### src/logic/l2_pkg.sv
/*
 * Shared sizes, types and line helpers for the second-level memory model.
 * Modules refer to everything here by scoped name.
 */
`default_nettype none

package l2_pkg;

	localparam int L2_MEM_LINES = 4096;
	localparam int L2_INDEX_BITS = 12;
	localparam int L2_LINE_WORDS = 16;
	localparam int L2_LINE_BYTES = 64;
	localparam int L2_WORD_SEL_BITS = 4;
	localparam int L2_LINE_ADDR_BITS = 26;

	typedef logic [L2_LINE_ADDR_BITS-1:0] line_addr_t;
	typedef logic [L2_LINE_ADDR_BITS+L2_WORD_SEL_BITS-1:0] word_addr_t;
	typedef logic [L2_WORD_SEL_BITS-1:0] word_sel_t;

	// Word 0 and byte 0 sit at the top of the line
	typedef logic [L2_LINE_BYTES*8-1:0] line_t;
	typedef logic [L2_LINE_BYTES-1:0] mask_t;
	typedef logic [3:0] be_t;

	typedef struct packed {
		logic valid;
		word_addr_t addr;
		logic [31:0] data;
		be_t be;
	} store_req_t;

	typedef struct packed {
		logic valid;
		line_addr_t addr;
		line_t data;
		mask_t mask;
	} line_wr_t;

	typedef enum logic {
		FETCH_IDLE,
		FETCH_REFILL
	} fetch_state_t;

	function automatic logic [31:0] line_word(input line_t line, input word_sel_t sel);
		return line[L2_LINE_BYTES*8-1 - 32*sel -: 32];
	endfunction

	// Bytes enabled in mask come from upd, the rest from base
	function automatic line_t merge_line(input line_t base, input line_t upd,
		input mask_t mask);
		line_t res;
		res = base;
		for (int i = 0; i < L2_LINE_BYTES; i++)
		begin
			if (mask[L2_LINE_BYTES-1-i])
				res[L2_LINE_BYTES*8-1 - 8*i -: 8] = upd[L2_LINE_BYTES*8-1 - 8*i -: 8];
		end
		return res;
	endfunction

endpackage

`default_nettype wire

### src/logic/l2_data_port.sv
/*
 * Data side of the second-level memory. Gathers word stores into one pending
 * masked line, writes it out on a line change or flush, and overlays the
 * pending bytes on line loads of the same line.
 */
`timescale 1ns/1ns
`default_nettype none

module l2_data_port (
	input wire clk,
	input wire rst_i,

	input wire load_i,
	input wire l2_pkg::line_addr_t load_addr_i,
	output logic load_ack_o,
	output l2_pkg::line_t load_line_o,
	input wire l2_pkg::store_req_t store_i,
	input wire flush_i,

	output logic rd_o,
	output l2_pkg::line_addr_t rd_addr_o,
	input wire rd_ack_i,
	input wire l2_pkg::line_t rd_line_i,
	output l2_pkg::line_wr_t wr_o,
	input wire wack_i
);

	logic pend_valid;
	l2_pkg::line_addr_t pend_addr;
	l2_pkg::line_t pend_line;
	l2_pkg::mask_t pend_mask;
	logic flush_defer;

	logic nxt_valid;
	l2_pkg::line_addr_t nxt_addr;
	l2_pkg::line_t nxt_line;
	l2_pkg::mask_t nxt_mask;
	logic nxt_defer;

	l2_pkg::line_addr_t st_addr;
	l2_pkg::word_sel_t st_word;
	l2_pkg::line_t st_data;
	l2_pkg::mask_t st_mask;
	logic evict;
	logic flush_req;

	l2_pkg::line_t fwd_line;
	l2_pkg::mask_t fwd_mask;

	assign st_addr = store_i.addr[$bits(l2_pkg::word_addr_t)-1:l2_pkg::L2_WORD_SEL_BITS];
	assign st_word = store_i.addr[l2_pkg::L2_WORD_SEL_BITS-1:0];
	assign evict = store_i.valid && pend_valid && pend_addr != st_addr;
	assign flush_req = flush_i || flush_defer;

	always_comb
	begin
		// Store word placed at its slot in an otherwise empty line
		st_data = '0;
		st_mask = '0;
		st_data[l2_pkg::L2_LINE_BYTES*8-1 - 32*st_word -: 32] = store_i.data;
		st_mask[l2_pkg::L2_LINE_BYTES-1 - 4*st_word -: 4] = store_i.be;

		nxt_valid = pend_valid;
		nxt_addr = pend_addr;
		nxt_line = pend_line;
		nxt_mask = pend_mask;
		nxt_defer = 1'b0;
		wr_o = '{valid: 1'b0, addr: pend_addr, data: pend_line, mask: pend_mask};

		if (store_i.valid)
		begin
			if (evict)
			begin
				wr_o.valid = 1'b1;
				nxt_line = st_data;
				nxt_mask = st_mask;
			end
			else
			begin
				nxt_line = l2_pkg::merge_line(pend_line, st_data, st_mask);
				nxt_mask = pend_mask | st_mask;
			end
			nxt_valid = 1'b1;
			nxt_addr = st_addr;
		end

		// Write port is busy with the eviction, so the flush waits a cycle
		if (flush_req && nxt_valid)
		begin
			if (evict)
				nxt_defer = 1'b1;
			else
			begin
				wr_o = '{valid: 1'b1, addr: nxt_addr, data: nxt_line, mask: nxt_mask};
				nxt_valid = 1'b0;
				nxt_mask = '0;
			end
		end
	end

	always_ff @(posedge clk)
	begin
		if (rst_i)
		begin
			pend_valid <= 1'b0;
			pend_mask <= '0;
			flush_defer <= 1'b0;
			fwd_mask <= '0;
		end
		else
		begin
			pend_valid <= nxt_valid;
			pend_mask <= nxt_mask;
			flush_defer <= nxt_defer;
			if (load_i)
			begin
				if (wr_o.valid && wr_o.addr == load_addr_i)
					fwd_mask <= wr_o.mask;
				else if (nxt_valid && nxt_addr == load_addr_i)
					fwd_mask <= nxt_mask;
				else
					fwd_mask <= '0;
			end
		end
	end

	always_ff @(posedge clk)
	begin
		pend_addr <= nxt_addr;
		pend_line <= nxt_line;
		// The memory read misses this edge's write, so forward it too
		if (load_i)
			fwd_line <= (wr_o.valid && wr_o.addr == load_addr_i) ? wr_o.data : nxt_line;
	end

	assign rd_o = load_i;
	assign rd_addr_o = load_addr_i;
	assign load_ack_o = rd_ack_i;
	assign load_line_o = l2_pkg::merge_line(rd_line_i, fwd_line, fwd_mask);

	a_wack_after_write: assert property (@(posedge clk) disable iff (rst_i)
		wack_i |-> $past(wr_o.valid))
	else
		$error("write acknowledge without a write");

	a_pend_mask: assert property (@(posedge clk) disable iff (rst_i)
		pend_valid |-> pend_mask != '0)
	else
		$error("pending line holds no enabled bytes");

endmodule

`default_nettype wire

### config.mk
export PLATFORM = sky130hd
export DESIGN_NAME = l2_data_port
export DESIGN_NICKNAME = d
export VERILOG_FILES = /design/src/logic/l2_pkg.sv /design/src/logic/l2_data_port.sv
export SDC_FILE = /design/constraint.sdc
export NUM_CORES = 2
export LEC_CHECK = 0
export ABC_CLOCK_PERIOD_IN_PS = 3470
export CELL_PAD_IN_SITES_DETAIL_PLACEMENT = 0
export CELL_PAD_IN_SITES_GLOBAL_PLACEMENT = 2
export CORE_AREA = 4 4 682 684
export CTS_CLUSTER_SIZE = 8
export DETAILED_ROUTE_END_ITERATION = 12
export DIE_AREA = 0 0 686 688
export DONT_BUFFER_PORTS = 1
export PLACE_DENSITY = 0.47
export SKIP_CTS_REPAIR_TIMING = 1
export SYNTH_ARGS = -nofsm -noshare
export SYNTH_HDL_FRONTEND = slang
export SYNTH_SLANG_ARGS = --single-unit
### constraint.sdc
create_clock -name clk -period 3.47 [get_ports clk]
set_input_delay 0.1735 -clock clk [delete_from_list [all_inputs] [get_ports clk]]
set_output_delay 0.1735 -clock clk [all_outputs]
set_load 0.05 [all_outputs]
After elaboration in Yosys (flattened, before gate mapping)
Index checks and enable logic that the tools add are counted.
W data, S select, Z words.
- register bits after elaboration: 1180
- input bits: 611
- output and inout port bits: 1143
- word-level logic and storage cells: 174
- add/subtract/negate cells: 4
- eq/ne operators: 3
- shift-type cells: 4
- muxes and demuxes: 145
- bitwise logic cells: 4
- reductions and logical operators: 7
- operator list (cell ; number):
    $mux W512 ; 3
    $mux W603 ; 2
    $mux W8 ; 128
    $shift A32 B34 Y543 const A ; 1
    $shiftx A32 B34 Y543 ; 1
    $and A512 B512 Y512 ; 1
    $mux W64 ; 6
    $neg A32 Y34 ; 2
    $shift A4 B34 Y67 const A ; 1
    $shiftx A4 B34 Y67 ; 1
    $and A64 B64 Y64 ; 1
    $or A64 B64 Y64 ; 1
    $eq A26 B26 Y1 ; 2
    $mux W26 ; 1
    $ne A26 B26 Y1 ; 1
    $sub A9 B9 Y10 const A ; 1
    $sub A6 B6 Y7 const A ; 1
    $logic_and A1 B1 Y1 ; 5
    $mux W1 ; 5
    $reduce_or A2 Y1 ; 1
    $logic_or A1 B1 Y1 ; 1
    $not A1 Y1 ; 1

Logic depth before layout (Yosys ltp)
- word-level depth: 12
- gate-level depth with buffers: 16
- gate-level depth less buffers: 10

Worst setup path after synthesis
Ideal clock, no wire load.
- path kind: reg-to-reg
- from: register pend_addr[14]
- to: register fwd_line[100], data pin
- arrival time: 3987 ps
- slack: -779 ps
- stages on the path, launching flop included: 13
- buffers on the path: 3
- cells stage by stage: dfxtp_1 xor2_1 nor4_1 nand4_1 o21ai_4 mux2i_1 o32ai_1 a2111oi_0 and2_1 buf_4 buf_6 buf_6 mux2_1
- RTL lines (what ; RTL line ; source):
    start: declaration ; l2_data_port.sv:29 ; l2_pkg::line_addr_t pend_addr;
    start signal: assignment ; l2_data_port.sv:129 ; pend_addr <= nxt_addr;
    end signal: assignment ; l2_data_port.sv:133 ; fwd_line <= (wr_o.valid && wr_o.addr == load_addr_i) ? wr_o.data : nxt_line;
    end: declaration ; l2_data_port.sv:47 ; l2_pkg::line_t fwd_line;

==> summary.txt <==
Outcome
  • Run status: finished, violations left
  • Failing checks: setup timing

Setup path
  • Crit path capture type: output port
  • Highest net fanout along the worst path: 21
  • Worst Path Arrival: 4.21 ns
  • R2r setup slk: -0.84 ns
  • Req. time, crit path: 3.30 ns
  • Worst setup path category: register to output port
  • Worst setup SP type: register

Floorplanning
  • Site row count: 249
  • Initial Utilization: 13.1%
  • Die X: 686 µm
  • Chip height: 688 µm
  • Ports: 1754
  • Core area: 459000 µm²
  • Die ar.: 472000 µm²

STA
  • Worst slew pin tran: 1.06 ns
  • Slew Limit Fails: 0
  • Fmax: 0.228 GHz
  • RSZ-0062 raised after global routing: yes
  • Period utilization: 126%
  • Final setup viols: 1160
  • Final worst slack: -0.918 ns
  • Clk_skew: 0.0774 ns
  • Rel. slew slack: 29.4%
  • Minimum clock period: 4.39 ns
  • Final Hold Viols: 0
  • WHS: 0.0566 ns

Power and ir drop
  • Overall power: 42.1 mW
  • Leak Pwr: 36.3 nW
  • VDD IR max: 0.000362 V
  • P per Cell Area: 465 nW/µm²

Min path
  • Worst Hold Class: primary input to register

Logic synthesis
  • Largest cells by area after synthesis: edfxtp_1 26%, dfxtp_1 22%, mux2_2 20%, mux2_1 8.4%, nand2_1 6.5%
  • Post-synth EDFFs: 512
  • Yosys top cell area share: 25.5%
  • Avg Cell Area, Syn: 10.9 µm²
  • Mapped Area: 60200 µm²
  • Sequential element share of the synthesized area: 47.7%
  • Primary FF master, synth: dfxtp_1
  • Synthesized instance count: 5530
  • Synth unique cells: 53
  • Async set or reset register ratio after synthesis: 0%
  • Synthesized flop and latch total: 1180
  • Mapped Nets: 6141
  • Synth area leader: edfxtp_1
  • Synth Warn #: 0

Flow run
  • Maxcap violations: 0

Drt
  • Drt pass-1 iters: 6
  • WL/cell: 32.6 µm
  • DRT Wirelength: 444000 µm
  • Via count: 53400
  • Post-detailed-route via-to-cell ratio: 3.92
  • Post-route ant nets: 0
  • DRC errors left: 0
  • Starting DRT DRC Count: 4222

GRT
  • GRT Overall Usage: 17.3%
  • Largest net degree at the start of global routing: 92
  • Initial antenna violation count: 98
  • Vias in the first global route: 51500
  • Grt ovf: 0
  • First-pass GRT wire length: 542000 µm

Clock tree
  • CTS Buf Count: 177
  • H-tree levels: 4
  • CTS Buffer Depth: 4
  • Clock sinks: 1180
  • CTS tree: built
  • Clock transition at the registers of the reported paths: 0.05 ns
  • Clk Latency, worst-skew pair: 0.88 ns
  • CTS root buf: clkbuf_16

Cells and area
  • Register cell area after layout: 28800 µm²
  • Fillers: 50000
  • Util after Layout: 19.7%
  • Layout area overhead: 50.3%
  • Area of the multi-input gates: 29800 µm²
  • Non-filler cells, final: 13600
  • Nets: 7879
  • Share of cells above drive strength 1: 45.9%

Place
  • I/O Buffers: 0
  • Placed cells: 13000
  • Final estimated routing congestion in global placement: 0.891
  • HPWL Detailed: 326000 µm
==> report_power, final <==
part           switching [mW]  total [mW]  internal (mW)
combinational            6.18        8.99           2.81
sequential              0.688        15.9           15.2
clock                    7.33        17.3           9.93
==> cell usage after synthesis (all sizes together), types with 3 or more instances <==
cell type  number
mux2i          29
a211o           4
a211oi         64
dfxtp         668
xnor2          23
o22ai          15
a32oi          64
o21ai         531
a21o           64
a21boi          4
nand2        1051
or4             3
a22o           65
nor4           13
a22oi           4
mux2         1535
nor2b          64
inv            52
a2bb2oi         3
clkbuf        302
nand4           7
buf           201
o211ai         15
o2111ai         5
and2           10
nor2           85
o21a            3
nand3           4
nor3            8
nand2b          5
xor2           30
a21oi          71
edfxtp        512
==> final timing paths <==
| path | from | endpoint | depth (start not counted) |
|---|---|---|---|
| max | pend_addr[13] | wr_o[504] | 14 |
| min reg2reg | pend_line[150] | pend_line[150] | 2 |
| min | store_i[37] | pend_line[462] | 5 |
| max reg2reg | pend_addr[10] | fwd_line[486] | 14 |
==> worst max-delay path, cell delays in order (launching register included) <==
cell and delay [ns]:
dfxtp_2 0.33, xor2_2 0.16, nor4_2 0.30, buf_4 0.16, nand4_1 0.17, buf_6 0.20, o311a_4 0.40, buf_12 0.19
buf_6 0.22, a21oi_4 0.19, buf_6 0.18, o21ai_0 0.12, mux2_2 0.30, buf_4 0.16, buf_4 0.19
==> final cells by class <==
class / instances / share of cell area [%]
diodes: 47 / 0.130
clock buffers: 300 / 5.48
clock inverters: 22 / 0.348
inverters: 52 / 0.216
multi-input cells: 3795 / 32.9
flip-flops and latches: 1180 / 31.8
well taps: 6149 / 8.49
repair buffers: 2062 / 20.7
==> metrics by stage <==
step / area (µm²) / setup slack (ns) / setup TNS (ns)
CTS: 85800 / -1.39 / -986.62
finish: 90600 / -0.918 / -737.41
global route: 90500 / -1.05 / -966.41
global placement: 80600 / -0.820 / -456.93
floorplan: 60500 / -0.115 / -52.70
detailed placement: 80600 / -0.799 / -429.81
==> registers in the layout (all words and copies together) (netlist names) <==
register and cells:
fwd_line 512, flush_defer 1, fwd_mask 64, pend_addr 26
pend_line 512, pend_mask 64, pend_valid 1
==> per-layer routing <==
| layer | global-route usage (%) | wire, µm |
|---|---|---|
| met1 | 21.7 | 185000 |
| met2 | 30.0 | 216000 |
| met3 | 3.62 | 29000 |
| met4 | 4.25 | 14000 |
| met5 | 0 | 112 |
==> cells in the final DEF (no fill, tap or decap), types with 27 or more instances in the layout <==
cell and n:
mux2_2 1026, buf_16 43, inv_1 52, edfxtp_1 512, o21ai_2 37, a21o_1 61, mux2_1 405, a21oi_1 38
nor2_1 76, buf_12 115, nor2b_1 64, dlygate4sd3_1 117, nand2_1 1051, o21ai_0 458, clkbuf_1 118, diode_2 47
clkbuf_16 189, buf_6 94, mux2i_1 28, o21ai_1 34, buf_4 1656, dfxtp_1 658, a32oi_1 64, mux2_4 104
xor2_1 27, a22o_1 65, a211oi_1 64
==> kinds of logic after synthesis <==
group	share of synthesized area (%)
mux	29.2
flops	47.7
xor+xnor	0.771
compound gates	9.30
buf+inv	4.69
simple gates	8.32
Power figures use the tool's default switching activity.
