File: src/logic/l2_pkg.sv
/*
 * Shared sizes, types and line helpers for the second-level memory model.
 * Modules refer to everything here by scoped name.
 */
`default_nettype none

package l2_pkg;

	localparam int L2_MEM_LINES = 4096;
	localparam int L2_INDEX_BITS = 12;
	localparam int L2_LINE_WORDS = 16;
	localparam int L2_LINE_BYTES = 64;
	localparam int L2_WORD_SEL_BITS = 4;
	localparam int L2_LINE_ADDR_BITS = 26;

	typedef logic [L2_LINE_ADDR_BITS-1:0] line_addr_t;
	typedef logic [L2_LINE_ADDR_BITS+L2_WORD_SEL_BITS-1:0] word_addr_t;
	typedef logic [L2_WORD_SEL_BITS-1:0] word_sel_t;

	// Word 0 and byte 0 sit at the top of the line
	typedef logic [L2_LINE_BYTES*8-1:0] line_t;
	typedef logic [L2_LINE_BYTES-1:0] mask_t;
	typedef logic [3:0] be_t;

	typedef struct packed {
		logic valid;
		word_addr_t addr;
		logic [31:0] data;
		be_t be;
	} store_req_t;

	typedef struct packed {
		logic valid;
		line_addr_t addr;
		line_t data;
		mask_t mask;
	} line_wr_t;

	typedef enum logic {
		FETCH_IDLE,
		FETCH_REFILL
	} fetch_state_t;

	function automatic logic [31:0] line_word(input line_t line, input word_sel_t sel);
		return line[L2_LINE_BYTES*8-1 - 32*sel -: 32];
	endfunction

	// Bytes enabled in mask come from upd, the rest from base
	function automatic line_t merge_line(input line_t base, input line_t upd,
		input mask_t mask);
		line_t res;
		res = base;
		for (int i = 0; i < L2_LINE_BYTES; i++)
		begin
			if (mask[L2_LINE_BYTES-1-i])
				res[L2_LINE_BYTES*8-1 - 8*i -: 8] = upd[L2_LINE_BYTES*8-1 - 8*i -: 8];
		end
		return res;
	endfunction

endpackage

`default_nettype wire

File: src/logic/l2_fetch_buffer.sv
/*
 * Instruction side of the second-level memory. Holds the last fetched line
 * and serves 32-bit words, hits in one cycle and misses in two.
 */
`timescale 1ns/1ns
`default_nettype none

module l2_fetch_buffer (
	input wire clk,
	input wire rst_i,

	input wire fetch_i,
	input wire l2_pkg::word_addr_t fetch_addr_i,
	input wire invalidate_i,
	output logic fetch_ack_o,
	output logic [31:0] instr_o,

	output logic rd_o,
	output l2_pkg::line_addr_t rd_addr_o,
	input wire rd_ack_i,
	input wire l2_pkg::line_t rd_line_i
);

	l2_pkg::fetch_state_t state;
	logic buf_valid;
	l2_pkg::line_addr_t buf_addr;
	l2_pkg::line_t buf_line;
	l2_pkg::word_sel_t word_q;

	l2_pkg::line_addr_t fetch_line;
	l2_pkg::word_sel_t fetch_word;
	logic hit;

	assign fetch_line =
		fetch_addr_i[$bits(l2_pkg::word_addr_t)-1:l2_pkg::L2_WORD_SEL_BITS];
	assign fetch_word = fetch_addr_i[l2_pkg::L2_WORD_SEL_BITS-1:0];
	assign hit = buf_valid && buf_addr == fetch_line;

	assign rd_o = fetch_i && state == l2_pkg::FETCH_IDLE && !hit;
	assign rd_addr_o = fetch_line;

	always_ff @(posedge clk)
	begin
		if (rst_i)
		begin
			state <= l2_pkg::FETCH_IDLE;
			buf_valid <= 1'b0;
			fetch_ack_o <= 1'b0;
		end
		else
		begin
			fetch_ack_o <= 1'b0;
			case (state)
				l2_pkg::FETCH_IDLE:
				begin
					if (fetch_i && hit)
						fetch_ack_o <= 1'b1;
					else if (fetch_i)
					begin
						buf_valid <= 1'b0;
						state <= l2_pkg::FETCH_REFILL;
					end
				end
				l2_pkg::FETCH_REFILL:
				begin
					if (rd_ack_i)
					begin
						buf_valid <= 1'b1;
						fetch_ack_o <= 1'b1;
						state <= l2_pkg::FETCH_IDLE;
					end
				end
				default:
					state <= l2_pkg::FETCH_IDLE;
			endcase
			// Software invalidate wins over a refill landing on the same edge
			if (invalidate_i)
				buf_valid <= 1'b0;
		end
	end

	always_ff @(posedge clk)
	begin
		if (fetch_i)
			word_q <= fetch_word;
		if (rd_o)
			buf_addr <= fetch_line;
		if (fetch_i && hit)
			instr_o <= l2_pkg::line_word(buf_line, fetch_word);
		if (state == l2_pkg::FETCH_REFILL && rd_ack_i)
		begin
			buf_line <= rd_line_i;
			instr_o <= l2_pkg::line_word(rd_line_i, word_q);
		end
	end

	a_no_fetch_in_refill: assert property (@(posedge clk) disable iff (rst_i)
		fetch_i |-> state != l2_pkg::FETCH_REFILL)
	else
		$error("fetch issued before previous fetch acknowledged");

	// Line store answers every refill on the next cycle
	a_refill_one_cycle: assert property (@(posedge clk) disable iff (rst_i)
		state == l2_pkg::FETCH_REFILL |-> rd_ack_i)
	else
		$error("refill line did not return in one cycle");

endmodule

`default_nettype wire

File: config.mk
export PLATFORM = sky130hd
export DESIGN_NAME = l2_fetch_buffer
export DESIGN_NICKNAME = d
export VERILOG_FILES = /design/src/logic/l2_pkg.sv /design/src/logic/l2_fetch_buffer.sv
export SDC_FILE = /design/constraint.sdc
export NUM_CORES = 1
export LEC_CHECK = 0
export BUFFER_PORTS_ARGS = -buffer_cell sky130_fd_sc_hd__buf_2
export CAP_MARGIN = 0
export CORE_AREA = 2 2 235 237
export DETAILED_ROUTE_END_ITERATION = 7
export DIE_AREA = 0 0 237 239
export HOLD_SLACK_MARGIN = 0.03
export PLACE_DENSITY = 0.68
export SYNTH_ARGS = -nofsm -noshare
export SYNTH_HDL_FRONTEND = slang
export SYNTH_SLANG_ARGS = --single-unit
export TNS_END_PERCENT = 5
File: constraint.sdc
create_clock -name clk -period 45.9 [get_ports clk]
set_input_delay 9.18 -clock clk [delete_from_list [all_inputs] [get_ports clk]]
set_output_delay 9.18 -clock clk [all_outputs]
set_load 0.02 [all_outputs]
# Word level (Yosys, flattened, before mapping)
# Cells that the tools add are included.
# Widths: inputs -> output; s select.
[op_classes]
mul = 0
div = 0
muxes = 13
n_shift = 2
n_eq_ne = 4
bitwise_logic = 1
n_lt_le_gt_ge = 0
add_sub_neg = 2
reduce_logical = 9
[ops]
columns = ["operator", "count"]
rows = [
  ["$shiftx 543x33->32", 2],
  ["$mux 32", 2],
  ["$eq 26x26->1", 1],
  ["$sub 9x9->10 const A", 2],
  ["$mux 1", 8],
  ["$ne 2x2->1 const B", 3],
  ["$pmux 1 s2", 3],
  ["$logic_and 1x1->1", 5],
  ["$reduce_and 3->1", 1],
  ["$reduce_bool 2->1", 1],
  ["$reduce_or 2->1", 1],
  ["$logic_not 1->1", 1],
  ["$not 1->1", 1],
]
[word_totals]
mem_bits_rw = 0
latch_bits = 0
mem_bits_ro = 0
regBits = 577
elab_cells = 38
output_inout_bits = 60
n_memories = 0

# Depth between registers and ports, before layout
[logic_depth]
depth_word = 5
ltp_mapped = 7

# Worst setup path before layout
# OpenSTA, ideal clock, no wires.
[synth_timing]
kind = "input port to flip-flop"
start = "input port rd_ack_i"
end = "register instr_o[22] (data pin)"
t_arrival_ns = 21.252
slack_ns = 24.387
stages = 6
setup_ns = 0.261
cell_sequence = "nand2_2 > inv_1 > nand3_1 > clkbuf_1 > o22ai_1 > nor4_2"
[synth_via]
elab_chain_len = 2
[synth_rtl]
columns = ["item", "line", "source"]
rows = [
  ["start, declared", "l2_fetch_buffer.sv:20", "input wire rd_ack_i,"],
  ["$logic_and 1x1->1", "l2_fetch_buffer.sv:90", "if (state == l2_pkg::FETCH_REFILL && rd_ack_i)"],
  ["$mux 32", "l2_fetch_buffer.sv:90", ""],
  ["end signal, assigned", "l2_fetch_buffer.sv:89", "instr_o <= l2_pkg::line_word(buf_line, fetch_word);"],
  ["end signal, assigned", "l2_fetch_buffer.sv:93", "instr_o <= l2_pkg::line_word(rd_line_i, word_q);"],
  ["end, declared", "l2_fetch_buffer.sv:16", "output logic [31:0] instr_o,"],
]
# No other way between the ends.
# A chain may end at the register's enable or synchronous reset.

# Final worst setup path
[layout_timing]
start = "input port fetch_addr_i[20]"
end = "output port rd_o"
[layout_via]
elab_chain_len = 4
[layout_rtl]
columns = ["item", "line", "source"]
rows = [
  ["start, declared", "l2_fetch_buffer.sv:13", "input wire l2_pkg::word_addr_t fetch_addr_i,"],
  ["$eq 26x26->1", "l2_fetch_buffer.sv:37", "assign hit = buf_valid && buf_addr == fetch_line;"],
  ["$logic_and 1x1->1", "l2_fetch_buffer.sv:37", ""],
  ["$logic_not 1->1", "l2_fetch_buffer.sv:39", "assign rd_o = fetch_i && state == l2_pkg::FETCH_IDLE && !hit;"],
  ["$logic_and 1x1->1", "l2_fetch_buffer.sv:39", ""],
  ["end, declared", "l2_fetch_buffer.sv:18", "output logic rd_o,"],
]
# No other way between the ends.

==> impl_metrics.prom <==
# TYPE chip_impl_metric gauge
chip_impl_info{name="status",value="finished, final reports clean"} 1
chip_impl_metric{name="combinationalPowerShare",unit=""} 0.106
chip_impl_metric{name="gr-usage-all-layers",unit=""} 0.2540
chip_impl_metric{name="core",unit="um^2"} 54340
chip_impl_metric{name="yosysWarningCount",unit=""} 0
chip_impl_metric{name="place.detailed.instances",unit=""} 2388
chip_impl_metric{name="detailroute.via_count",unit=""} 15380
chip_impl_metric{name="netSwitchingFraction",unit=""} 0.2247
chip_impl_metric{name="tritoncts.num_buffers",unit=""} 58
chip_impl_metric{name="drcViolationCount",unit=""} 0
chip_impl_metric{name="worst_setup_hold_path_clk_slew",unit="ns"} 0.06
chip_impl_metric{name="final_cell_area",unit="um^2"} 30610
chip_impl_metric{name="initialDrtViolationCount",unit=""} 1371
chip_impl_metric{name="die-width",unit="um"} 237
chip_impl_metric{name="vdd_ir_drop_max",unit="uV"} 35.17
chip_impl_metric{name="synthesis.area_per_instance",unit="um^2"} 21.74
chip_impl_metric{name="fin_worst_skew",unit="ns"} 0.02102
chip_impl_metric{name="cap_viol_max_count",unit=""} 0
chip_impl_metric{name="max_slew.worst_pin.slew",unit="ns"} 1.163
chip_impl_info{name="cts_tree",value="built"} 1
chip_impl_metric{name="routabilityCongestion",unit=""} 0.8316
chip_impl_info{name="end_kind",value="primary output"} 1
chip_impl_info{name="grt_setup_unrepaired",value="false"} 1
chip_impl_metric{name="clock-sinks",unit=""} 577
chip_impl_metric{name="syn_nets",unit=""} 1710
chip_impl_metric{name="period_needed",unit="ns"} 20.16
chip_impl_metric{name="final_core_utilization",unit=""} 0.5634
chip_impl_metric{name="ant_nets",unit=""} 0
chip_impl_metric{name="finalNetCount",unit=""} 2291
chip_impl_metric{name="post_drt_wl_per_cell",unit="um"} 28.61
chip_impl_metric{name="design.portCount",unit=""} 607
chip_impl_metric{name="power_frac_seq",unit=""} 0.506
chip_impl_info{name="worstHoldPathType",value="register to register"} 1
chip_impl_metric{name="placement.io_buffers",unit=""} 606
chip_impl_metric{name="finalHoldViolCount",unit=""} 0
chip_impl_metric{name="antenna_violations_before_repair",unit=""} 42
chip_impl_metric{name="required",unit="ns"} 36.72
chip_impl_metric{name="grt_first_pass_wirelength",unit="um"} 104700
chip_impl_metric{name="post_cts_resize_count",unit=""} 0
chip_impl_metric{name="drt_wl_total",unit="um"} 72260
chip_impl_metric{name="h-tree-depth",unit=""} 2
chip_impl_metric{name="dpl_worst_slack",unit="ns"} 25.72
chip_impl_info{name="holdPathEnd",value="buf_valid$_SDFFE_PP0P_"} 1
chip_impl_metric{name="clk-insertion-delay-late",unit="ns"} 0.62
chip_impl_metric{name="globalRoute.totalOverflow",unit=""} 0
chip_impl_metric{name="ys_types",unit=""} 29
chip_impl_metric{name="finalHoldWorstSlack",unit="ns"} 0.6577
chip_impl_info{name="worstReg2RegStart",value="state$_SDFF_PP0_"} 1
chip_impl_metric{name="vias_in_the_first_global_route",unit=""} 16220
chip_impl_metric{name="reg2reg_setup_slack",unit="ns"} 42.03
chip_impl_metric{name="setup_total_negative_slack",unit="ns"} 0
chip_impl_metric{name="pwr-share-clk",unit=""} 0.388
chip_impl_metric{name="number_of_buffers_added_for_setup_after_cts",unit=""} 0
chip_impl_metric{name="critical_path_peak_fanout",unit=""} 27
chip_impl_metric{name="placed_cell_area",unit="um^2"} 28700
chip_impl_metric{name="fin_ws",unit="ns"} 25.74
chip_impl_metric{name="max-slew-margin-rel",unit=""} 0.2246
chip_impl_metric{name="fp.dieH",unit="um"} 239
chip_impl_info{name="critPathKind",value="input port to primary output"} 1
chip_impl_metric{name="initial_cell_density_of_the_core",unit=""} 0.4653
chip_impl_metric{name="timing.critical_path.arrival",unit="ns"} 10.98
chip_impl_info{name="worst_setup_path_start_kind",value="input port"} 1
chip_impl_metric{name="p_per_area",unit="nW/um^2"} 39.25
chip_impl_info{name="timing.rr.end",value="buf_line[372]$_DFFE_PP_"} 1
chip_impl_info{name="layout_commonest_cell",value="sky130_fd_sc_hd__buf_2"} 1
chip_impl_metric{name="ys_seq_elements",unit=""} 577
chip_impl_metric{name="power_leakage",unit="nW"} 10.71
chip_impl_metric{name="synth_sequential_area_ratio",unit=""} 0.6841
chip_impl_metric{name="synthToLayoutAreaGrowth",unit="%"} 21.08
chip_impl_metric{name="ratio_of_final_minimum_period_to_clock_period",unit=""} 0.4393
chip_impl_info{name="holdCritStartpoint",value="buf_valid$_SDFFE_PP0P_"} 1
chip_impl_metric{name="netlist_instances",unit=""} 1163
chip_impl_metric{name="final_layout_size_suffix_gt1_frac",unit=""} 0.5385
chip_impl_metric{name="vias_per_cell",unit=""} 6.088
chip_impl_metric{name="fmax",unit="GHz"} 0.04959
chip_impl_metric{name="place.detailed.hpwl",unit="um"} 48490
chip_impl_metric{name="syn_area",unit="um^2"} 25280
chip_impl_metric{name="reg2reg_depth",unit=""} 4
chip_impl_metric{name="design_power_total",unit="mW"} 1.201
chip_impl_info{name="clock_tree.root_cell",value="sky130_fd_sc_hd__clkbuf_16"} 1
chip_impl_metric{name="hold_bufs_inserted_after_cts",unit=""} 0
chip_impl_metric{name="dieArea",unit="um^2"} 56640
chip_impl_metric{name="cts_max_path_buffers",unit=""} 3
chip_impl_metric{name="firstDrtPassIters",unit=""} 5
chip_impl_metric{name="intPower",unit="mW"} 0.9315
chip_impl_metric{name="power_switching",unit="mW"} 0.2700
chip_impl_metric{name="setup_violations",unit=""} 0
chip_impl_metric{name="largest_net_degree_at_the_start_of_global_routing",unit=""} 211
chip_impl_metric{name="slew_viol_final",unit=""} 0
chip_impl_metric{name="final_cell_count_no_fill",unit=""} 2526
chip_impl_metric{name="hold_path_depth",unit=""} 4
chip_impl_info{name="most_frequent_cells_in_the_layout",value="604 x sky130_fd_sc_hd__buf_2, 574 x sky130_fd_sc_hd__edfxtp_1, 247 x sky130_fd_sc_hd__mux4_2"} 1
chip_impl_metric{name="rows",unit=""} 86
## layout make-up
class / count / area (um^2)
repair buffers: 629 / 3233
multi-input cells: 476 / 7271
well taps: 704 / 880.8
clock buffers: 70 / 1496
fillers: 4188 / 23730
diodes: 30 / 75.07
clock inverters: 38 / 345.3
flip-flops and latches: 577 / 17300
inverters: 2 / 15.01
## power by group through the flow
stage | registers, mW | logic (mW) | clock network (mW)
finish | 0.608 | 0.127 | 0.466
global route | 0.609 | 0.136 | 0.494
CTS | 0.608 | 0.128 | 0.475
detailed placement | 0.619 | 0.128 | 0
global placement | 0.618 | 0.126 | 0
floorplan | 0.628 | 0.0772 | 0
## cell families after synthesis
family	count (synthesis)	synth area share
AOI/OAI and AO/OA	135	0.03360
xor gates and xnor gates	26	0.009007
buffers and inverters	110	0.02925
DFF	577	0.6841
muxes	256	0.2294
and+or+nand+nor	59	0.01465
## how the worst max path moves through the flow
stage,startpoint,end,slack [ns],cells after the start
CTS,fetch_addr_i[26],rd_o,25.71,7
global placement,fetch_addr_i[15],rd_o,25.73,7
global route,fetch_addr_i[17],rd_o,25.63,7
finish,fetch_addr_i[20],rd_o,25.74,7
floorplan,rd_ack_i,instr_o[22]$_DFFE_PP_,24.39,6
detailed placement,fetch_addr_i[26],rd_o,25.72,7
## cells in the mapped netlist, drive strengths merged
| cell type | instances | share of area |
|---|---|---|
| a21oi | 2 | 0.00040 |
| and3 | 1 | 0.00025 |
| buf | 91 | 0.026 |
| clkbuf | 17 | 0.0025 |
| dfxtp | 3 | 0.0024 |
| edfxtp | 574 | 0.68 |
| inv | 2 | 0.00030 |
| mux4 | 256 | 0.23 |
| nand2 | 5 | 0.00084 |
| nand2b | 1 | 0.00025 |
| nand3 | 3 | 0.00059 |
| nand3b | 4 | 0.0012 |
| nand4 | 6 | 0.0015 |
| nor3 | 1 | 0.00020 |
| nor4 | 34 | 0.0087 |
| o21ai | 2 | 0.00040 |
| o22ai | 128 | 0.032 |
| o311a | 1 | 0.00040 |
| o31a | 1 | 0.00040 |
| o32ai | 1 | 0.00035 |
| or3 | 3 | 0.00074 |
| or4 | 1 | 0.00045 |
| xnor2 | 18 | 0.0062 |
| xor2 | 8 | 0.0028 |
## worst max-delay path: stages
cell                      delay, ns
sky130_fd_sc_hd__buf_2         0.12
sky130_fd_sc_hd__xnor2_1       0.16
sky130_fd_sc_hd__nand4_1       0.11
sky130_fd_sc_hd__or4_4         0.60
sky130_fd_sc_hd__o311a_1       0.37
sky130_fd_sc_hd__buf_4         0.25
sky130_fd_sc_hd__buf_2         0.20
## sequential cells by signal, indices dropped and copies added (netlist names)
register / cells
word_q: 4
fetch_ack_o: 1
state: 1
buf_line: 512
buf_addr: 26
instr_o: 32
buf_valid: 1
## per-layer routing
metal,track usage,up-vias,wire length (um)
li1,-,6393,-
met2,0.4314,812,36650
met1,0.3154,7957,25910
met4,0.08266,26,2508
met5,0,-,170
met3,0.07356,190,7020
Note: power is estimated with default switching activity, not from simulation.
